**src/source/lsu_pkg.sv**
```systemverilog
// lsu package: widths, encodings and payload structs for the load/store unit and its bus
package lsu_pkg;

  parameter int ADDR_W = 64;
  parameter int DATA_W = 64;

  // ==================================================
  // encodings
  // ==================================================

  typedef enum logic {
    MEM_LOAD  = 1'b0,
    MEM_STORE = 1'b1
  } mem_op_e;

  typedef enum logic [1:0] {
    WID_B = 2'd0,
    WID_H = 2'd1,
    WID_W = 2'd2,
    WID_D = 2'd3
  } mem_width_e;

  typedef enum logic [1:0] {
    RESP_OKAY   = 2'b00,
    RESP_SLVERR = 2'b10
  } axi_resp_e;

  // controller FSM
  typedef enum logic [2:0] {
    ST_IDLE,
    ST_AR,
    ST_R,
    ST_AW,
    ST_W,
    ST_B
  } lsu_state_e;

  // ==================================================
  // core side
  // ==================================================

  typedef struct packed {
    mem_op_e           op;
    mem_width_e        width;
    logic              is_unsigned;
    logic [ADDR_W-1:0] addr;
    logic [DATA_W-1:0] wdata;
    logic [4:0]        rd;
  } lsu_req_t;

  typedef struct packed {
    mem_op_e           op;
    logic [4:0]        rd;
    logic [DATA_W-1:0] rdata;
    logic              error;
  } lsu_rsp_t;

  // ==================================================
  // bus channels
  // ==================================================

  typedef struct packed {
    logic [ADDR_W-1:0] addr;
  } axi_addr_t;

  typedef struct packed {
    logic [DATA_W-1:0]   data;
    logic [DATA_W/8-1:0] strb;
  } axi_wdata_t;

  typedef struct packed {
    logic [DATA_W-1:0] data;
    axi_resp_e         resp;
  } axi_rdata_t;

endpackage

```
**src/source/lsu_store_lane.sv**
```systemverilog
// store lane steering: byte strobe and lane-aligned write data for one store beat
`timescale 1ns/1ps

module lsu_store_lane import lsu_pkg::*; (
  input  mem_width_e          width_i,
  input  logic [2:0]          addr_lo_i,
  input  logic [DATA_W-1:0]   wdata_i,
  output logic [DATA_W/8-1:0] strb_o,
  output logic [DATA_W-1:0]   wdata_o
);

  logic [DATA_W/8-1:0] strb_base;

  // ones for the access size, before the lane shift
  always_comb begin
    case (width_i)
      WID_B:   strb_base = 8'b0000_0001;
      WID_H:   strb_base = 8'b0000_0011;
      WID_W:   strb_base = 8'b0000_1111;
      default: strb_base = 8'b1111_1111;
    endcase
  end

  assign strb_o = strb_base << addr_lo_i;

  // upper bytes pushed out of the beat are masked by the strobe anyway
  assign wdata_o = wdata_i << {addr_lo_i, 3'b000};

endmodule

```
**src/source/lsu_load_extract.sv**
```systemverilog
// load extraction: picks the addressed bytes out of a read beat and extends them to 64 bits
`timescale 1ns/1ps

module lsu_load_extract import lsu_pkg::*; (
  input  mem_width_e        width_i,
  input  logic              unsigned_i,
  input  logic [2:0]        addr_lo_i,
  input  logic [DATA_W-1:0] rdata_i,
  output logic [DATA_W-1:0] data_o
);

  logic [DATA_W-1:0] shifted;
  logic              fill;

  // addressed byte moves down to lane 0
  assign shifted = rdata_i >> {addr_lo_i, 3'b000};

  always_comb begin
    case (width_i)
      WID_B: begin
        fill   = shifted[7] & ~unsigned_i;
        data_o = {{56{fill}}, shifted[7:0]};
      end
      WID_H: begin
        fill   = shifted[15] & ~unsigned_i;
        data_o = {{48{fill}}, shifted[15:0]};
      end
      WID_W: begin
        fill   = shifted[31] & ~unsigned_i;
        data_o = {{32{fill}}, shifted[31:0]};
      end
      default: begin
        // full double, nothing to extend
        fill   = 1'b0;
        data_o = shifted;
      end
    endcase
  end

endmodule

```
**src/source/lsu_ctrl.sv**
```systemverilog
// load/store controller: accepts core requests, checks alignment and runs the AR/R and AW/W/B channels
`timescale 1ns/1ps

module lsu_ctrl import lsu_pkg::*; (
  input  logic       clk,
  input  logic       rst,
  input  logic       req_valid_i,
  output logic       req_ready_o,
  input  lsu_req_t   req_i,
  output logic       rsp_valid_o,
  output lsu_rsp_t   rsp_o,
  output logic       ar_valid_o,
  input  logic       ar_ready_i,
  output axi_addr_t  ar_o,
  input  logic       r_valid_i,
  output logic       r_ready_o,
  input  axi_rdata_t r_i,
  output logic       aw_valid_o,
  input  logic       aw_ready_i,
  output axi_addr_t  aw_o,
  output logic       w_valid_o,
  input  logic       w_ready_i,
  output axi_wdata_t w_o,
  input  logic       b_valid_i,
  output logic       b_ready_o,
  input  axi_resp_e  b_i
);

  lsu_state_e        state_q;
  lsu_req_t          req_q;
  logic              misal_q;
  logic              w_done_q;
  logic              accept;
  logic              aligned;
  logic              aw_hs;
  logic              w_hs;
  logic [DATA_W-1:0] ld_data;

  // ==================================================
  // request acceptance and alignment
  // ==================================================

  // hold off while a misaligned request is being reported
  assign req_ready_o = (state_q == ST_IDLE) && !misal_q;
  assign accept      = req_valid_i && req_ready_o;

  always_comb begin
    case (req_i.width)
      WID_B:   aligned = 1'b1;
      WID_H:   aligned = (req_i.addr[0] == 1'b0);
      WID_W:   aligned = (req_i.addr[1:0] == 2'b00);
      default: aligned = (req_i.addr[2:0] == 3'b000);
    endcase
  end

  always_ff @(posedge clk) begin
    if (accept) begin
      req_q <= req_i;
    end
  end

  // ==================================================
  // channel FSM
  // ==================================================

  assign aw_hs = aw_valid_o && aw_ready_i;
  assign w_hs  = w_valid_o && w_ready_i;

  always_ff @(posedge clk) begin
    if (rst) begin
      state_q  <= ST_IDLE;
      misal_q  <= 1'b0;
      w_done_q <= 1'b0;
    end else begin
      misal_q <= accept && !aligned;
      case (state_q)
        ST_IDLE: begin
          w_done_q <= 1'b0;
          if (accept && aligned) begin
            state_q <= (req_i.op == MEM_LOAD) ? ST_AR : ST_AW;
          end
        end
        ST_AR: if (ar_ready_i) state_q <= ST_R;
        ST_R:  if (r_valid_i) state_q <= ST_IDLE;
        // AW pending, W may or may not have gone already
        ST_AW: begin
          if (w_hs) begin
            w_done_q <= 1'b1;
          end
          if (aw_hs) begin
            state_q <= (w_done_q || w_hs) ? ST_B : ST_W;
          end
        end
        ST_W: if (w_ready_i) state_q <= ST_B;
        ST_B: if (b_valid_i) state_q <= ST_IDLE;
        default: state_q <= ST_IDLE;
      endcase
    end
  end

  assign ar_valid_o = (state_q == ST_AR);
  assign r_ready_o  = (state_q == ST_R);
  assign aw_valid_o = (state_q == ST_AW);
  assign w_valid_o  = ((state_q == ST_AW) && !w_done_q) || (state_q == ST_W);
  assign b_ready_o  = (state_q == ST_B);

  assign ar_o.addr = req_q.addr;
  assign aw_o.addr = req_q.addr;

  lsu_store_lane store_lane_i (
    .width_i   (req_q.width),
    .addr_lo_i (req_q.addr[2:0]),
    .wdata_i   (req_q.wdata),
    .strb_o    (w_o.strb),
    .wdata_o   (w_o.data)
  );

  // ==================================================
  // completion
  // ==================================================

  lsu_load_extract load_extract_i (
    .width_i    (req_q.width),
    .unsigned_i (req_q.is_unsigned),
    .addr_lo_i  (req_q.addr[2:0]),
    .rdata_i    (r_i.data),
    .data_o     (ld_data)
  );

  assign rsp_valid_o = misal_q || (r_valid_i && r_ready_o) || (b_valid_i && b_ready_o);

  assign rsp_o.op    = req_q.op;
  assign rsp_o.rd    = req_q.rd;
  assign rsp_o.rdata = (state_q == ST_R) ? ld_data : '0;
  assign rsp_o.error = misal_q
                     || ((state_q == ST_R) && (r_i.resp == RESP_SLVERR))
                     || ((state_q == ST_B) && (b_i == RESP_SLVERR));

  // single request in flight, so the completion never repeats back to back
  a_rsp_pulse: assert property (@(posedge clk) disable iff (rst)
    rsp_valid_o |=> !rsp_valid_o);

  a_no_rd_wr_overlap: assert property (@(posedge clk) disable iff (rst)
    !(ar_valid_o && aw_valid_o));

  a_ar_stable: assert property (@(posedge clk) disable iff (rst)
    ar_valid_o && !ar_ready_i |=> ar_valid_o && $stable(ar_o));

endmodule

```
**config.mk**
```make
export PLATFORM = sky130hd
export DESIGN_NAME = lsu_ctrl
export DESIGN_NICKNAME = d
export VERILOG_FILES = /design/src/source/lsu_pkg.sv /design/src/source/lsu_store_lane.sv /design/src/source/lsu_load_extract.sv /design/src/source/lsu_ctrl.sv
export SDC_FILE = /design/constraint.sdc
export NUM_CORES = 1
export LEC_CHECK = 0
export BUFFER_PORTS_ARGS = -buffer_cell sky130_fd_sc_hd__buf_2
export CORE_AREA = 5 5 188 190
export CTS_BUF_LIST = sky130_fd_sc_hd__clkbuf_8
export DETAILED_ROUTE_END_ITERATION = 10
export DIE_AREA = 0 0 193 195
export HOLD_SLACK_MARGIN = 0.08
export PLACE_DENSITY = 0.61
export RECOVER_POWER = 50
export SLEW_MARGIN = 10
export SYNTH_ARGS = -nofsm -noshare
export SYNTH_HDL_FRONTEND = slang
export SYNTH_SLANG_ARGS = --single-unit
```
**constraint.sdc**
```tcl
create_clock -name clk -period 17.7 [get_ports clk]
set_input_delay 1.77 -clock clk [delete_from_list [all_inputs] [get_ports clk]]
set_output_delay 1.77 -clock clk [all_outputs]
set_load 0.02 [all_outputs]
```
==> flow_summary.yaml <==
routing:
  vias: 8515
  totalWireLength_um: 37400
  wl_per_cell_um: 22.1
  final_antenna_net_count: 0
  viasPerCell: 5.04
  dr.pass1.iters: 8
  drcViolationCount: 0
  drt-initial-drc-count: 379
timing:
  final_hold_viol_count: 0
  rsz0062_at_grt: "no"
  hold_slack_ns: 0.565
  relSlewSlack_pct: -74.5
  finalCritPeriodShare_pct: 31.4
  finalCriticalPeriod_ns: 5.56
  tightest_slew_ns: 2.61
  final.setup_skew_ns: 0.0139
  fin_tns_setup_ns: 0
  worst_slack_ns: 12.14
  slew_viol_final: 31
  max_freq_mhz: 180
  setup_viol: 0
critical_path:
  cp_num_buf_inv: 2
  crit_type: "in -> out"
  crit_path_max_incr_delay_ns: 0.99
  required_ns: 15.93
  crit_family: "compound AO/OA/AOI/OAI gates"
  arrival_ns: 3.79
  cp_common_cell: "buf_2"
  cp-start-kind: "input port"
  cp-end-kind: "primary output"
  crit_start: "r_i[57]"
  r2r-start: "state_q[0]$_SDFFE_PP0P_"
  cpMaxStageDelayCell: "a21oi_4"
  path_cells: "buf_2, mux2i_1, a22oi_1, a21oi_4, a31oi_2, buf_2"
  cp_max_fo: 31
cells_and_area:
  layout.nets: 1438
  layout_commonest_cell: "buf_2"
  drive_gt1_share_pct: 43.2
  final_area_um2: 12000
  layout.cells.non_filler: 1691
  syn2layout_area_growth_pct: 19.3
  final_util_pct: 36.2
  final_cell_mix: "buf_2, edfxtp_1, clkbuf_1"
clock_tree:
  cts_tree: "done"
  cts_root_buf: "clkbuf_8"
  clkTransAtPathRegs_ns: 0.07
  cts_sinks: 142
  cts_buffers: 17
  clk_path_buf_depth: 2
  cts_resized: 0
  holdBufCountCts: 0
  cts-htree-levels: 4
  post_cts_buffers: 0
  worstSkewPairLatency_ns: 0.45
global_route:
  grt_pass1_vias: 8485
  track_usage_pct: 18.7
  grt_pass1_wl_um: 53200
  grt_max_degree: 74
  antenna_found_initial: 6
  grt_overflow: 0
power:
  powerDensity_nw_per_um2: 139
  p_leak_nw: 5.04
  power_mw: 1.67
  vdd_ir_drop_max_mv: 0.0747
worst_hold_path:
  min_path_type: "reg -> reg"
  hold_start: "w_done_q$_SDFFE_PP0P_"
place:
  pre_cts_ws_ns: 12.17
  dp_cells: 1654
  port_buffers: 490
  gp_congestion: 0.952
  hpwl_um: 29100
  place_area_um2: 11800
die:
  start_util_pct: 30.3
  die_w_um: 193
  die_area_um2: 37600
  rows: 67
  ioPinCount: 491
  core_area_um2: 33300
  die_h_um: 195
yosys:
  synth_area_per_cell_um2: 11.1
  netlist_area_um2: 10100
  synth-seq-cells: 142
  yosysWarningCount: 0
  synthCells: 913
  synth_cell_types: 65
  synth_edf_count: 137
  synth_seq_area_share_pct: 41.7
  async_flop_share_pct: 0
  syn_nets: 1126
  dominantRegCellSynth: "edfxtp_1"
run_status:
  violations: "max-capacitance violations, max-slew violations"
  status: "complete, but fails checks"
run:
  drv_cap: 1
## power by group
group | switching, mW | internal [mW] | leakage [nW]
logic | 0.597 | 0.289 | 3.50
registers | 0.0554 | 0.475 | 1.34
clock network | 0.131 | 0.125 | 0.201
## registers in the layout, summed over array words and instances (netlist names)
name      cells
ar_o         64
state_q       3
rsp_o         6
w_done_q      1
misal_q       1
req_q        67
## path summary, 6_finish.rpt
kind / cells past startpoint / end / slack (ns)
worst max register to register: 4 / req_q[56]$_DFFE_PP_ / 12.93
worst max-delay path: 6 / rsp_o[34] / 12.14
worst min register to register: 2 / w_done_q$_SDFFE_PP0P_ / 0.57
worst min-delay path: 2 / w_done_q$_SDFFE_PP0P_ / 0.57
## cells by family after synthesis
kind of cell / synth area share (%)
buffers and inverters: 14.8
AO/OA/AOI/OAI: 15.8
AND/OR/NAND/NOR: 9.00
flip-flops: 41.7
multiplexers: 18.6
## cells in the mapped netlist, types with 4 or more instances
| cell type | n | share of area (%) |
|---|---|---|
| clkbuf_1 | 26 | 0.97 |
| a21o_1 | 4 | 0.30 |
| nor3b_1 | 4 | 0.30 |
| mux2i_1 | 72 | 7.1 |
| dfxtp_1 | 5 | 0.99 |
| mux4_2 | 36 | 8.0 |
| o211ai_1 | 7 | 0.52 |
| o21ai_1 | 7 | 0.35 |
| and2_1 | 11 | 0.68 |
| nand2b_1 | 14 | 0.87 |
| a22o_1 | 14 | 1.2 |
| a31oi_2 | 30 | 3.7 |
| a21oi_1 | 75 | 3.7 |
| a31oi_1 | 19 | 1.2 |
| edfxtp_1 | 137 | 41 |
| mux2_2 | 31 | 3.5 |
| buf_1 | 4 | 0.15 |
| a211oi_1 | 4 | 0.30 |
| nor2b_1 | 7 | 0.43 |
| nand2_1 | 60 | 2.2 |
| o21bai_1 | 7 | 0.52 |
| o21ai_0 | 19 | 0.94 |
| o32ai_1 | 8 | 0.69 |
| inv_1 | 5 | 0.19 |
| o2bb2ai_1 | 8 | 0.69 |
| buf_2 | 27 | 1.3 |
| buf_6 | 4 | 0.45 |
| nor2_1 | 73 | 2.7 |
| buf_4 | 149 | 11 |
## tightest hold or removal path, delay by kind of cell, from the launching register on
kind | cells | cell delay (ns)
AOI/OAI and AO/OA | 1 | 0.14
DFF | 1 | 0.34
and+or+nand+nor | 1 | 0.05
## routing by layer
metal  vias to the layer above  track usage, %  share of wire, %
met4                         6            8.65               4.3
met1                      4072            21.6                37
li1                       3905               -                 -
met5                         -               0             0.094
met2                       461            32.7                51
met3                        71            4.05               7.6
## layout make-up
| type | count | area [µm²] |
|---|---|---|
| diodes | 5 | 12.5 |
| clock buffers | 17 | 234 |
| clock inverters | 15 | 145 |
| fillers | 3500 | 21200 |
| inverters | 7 | 31.3 |
| multi-input cells | 550 | 4410 |
| flip-flops and latches | 142 | 4210 |
| well taps | 448 | 561 |
| repair buffers | 507 | 2430 |
Power figures use the tool's default switching activity.
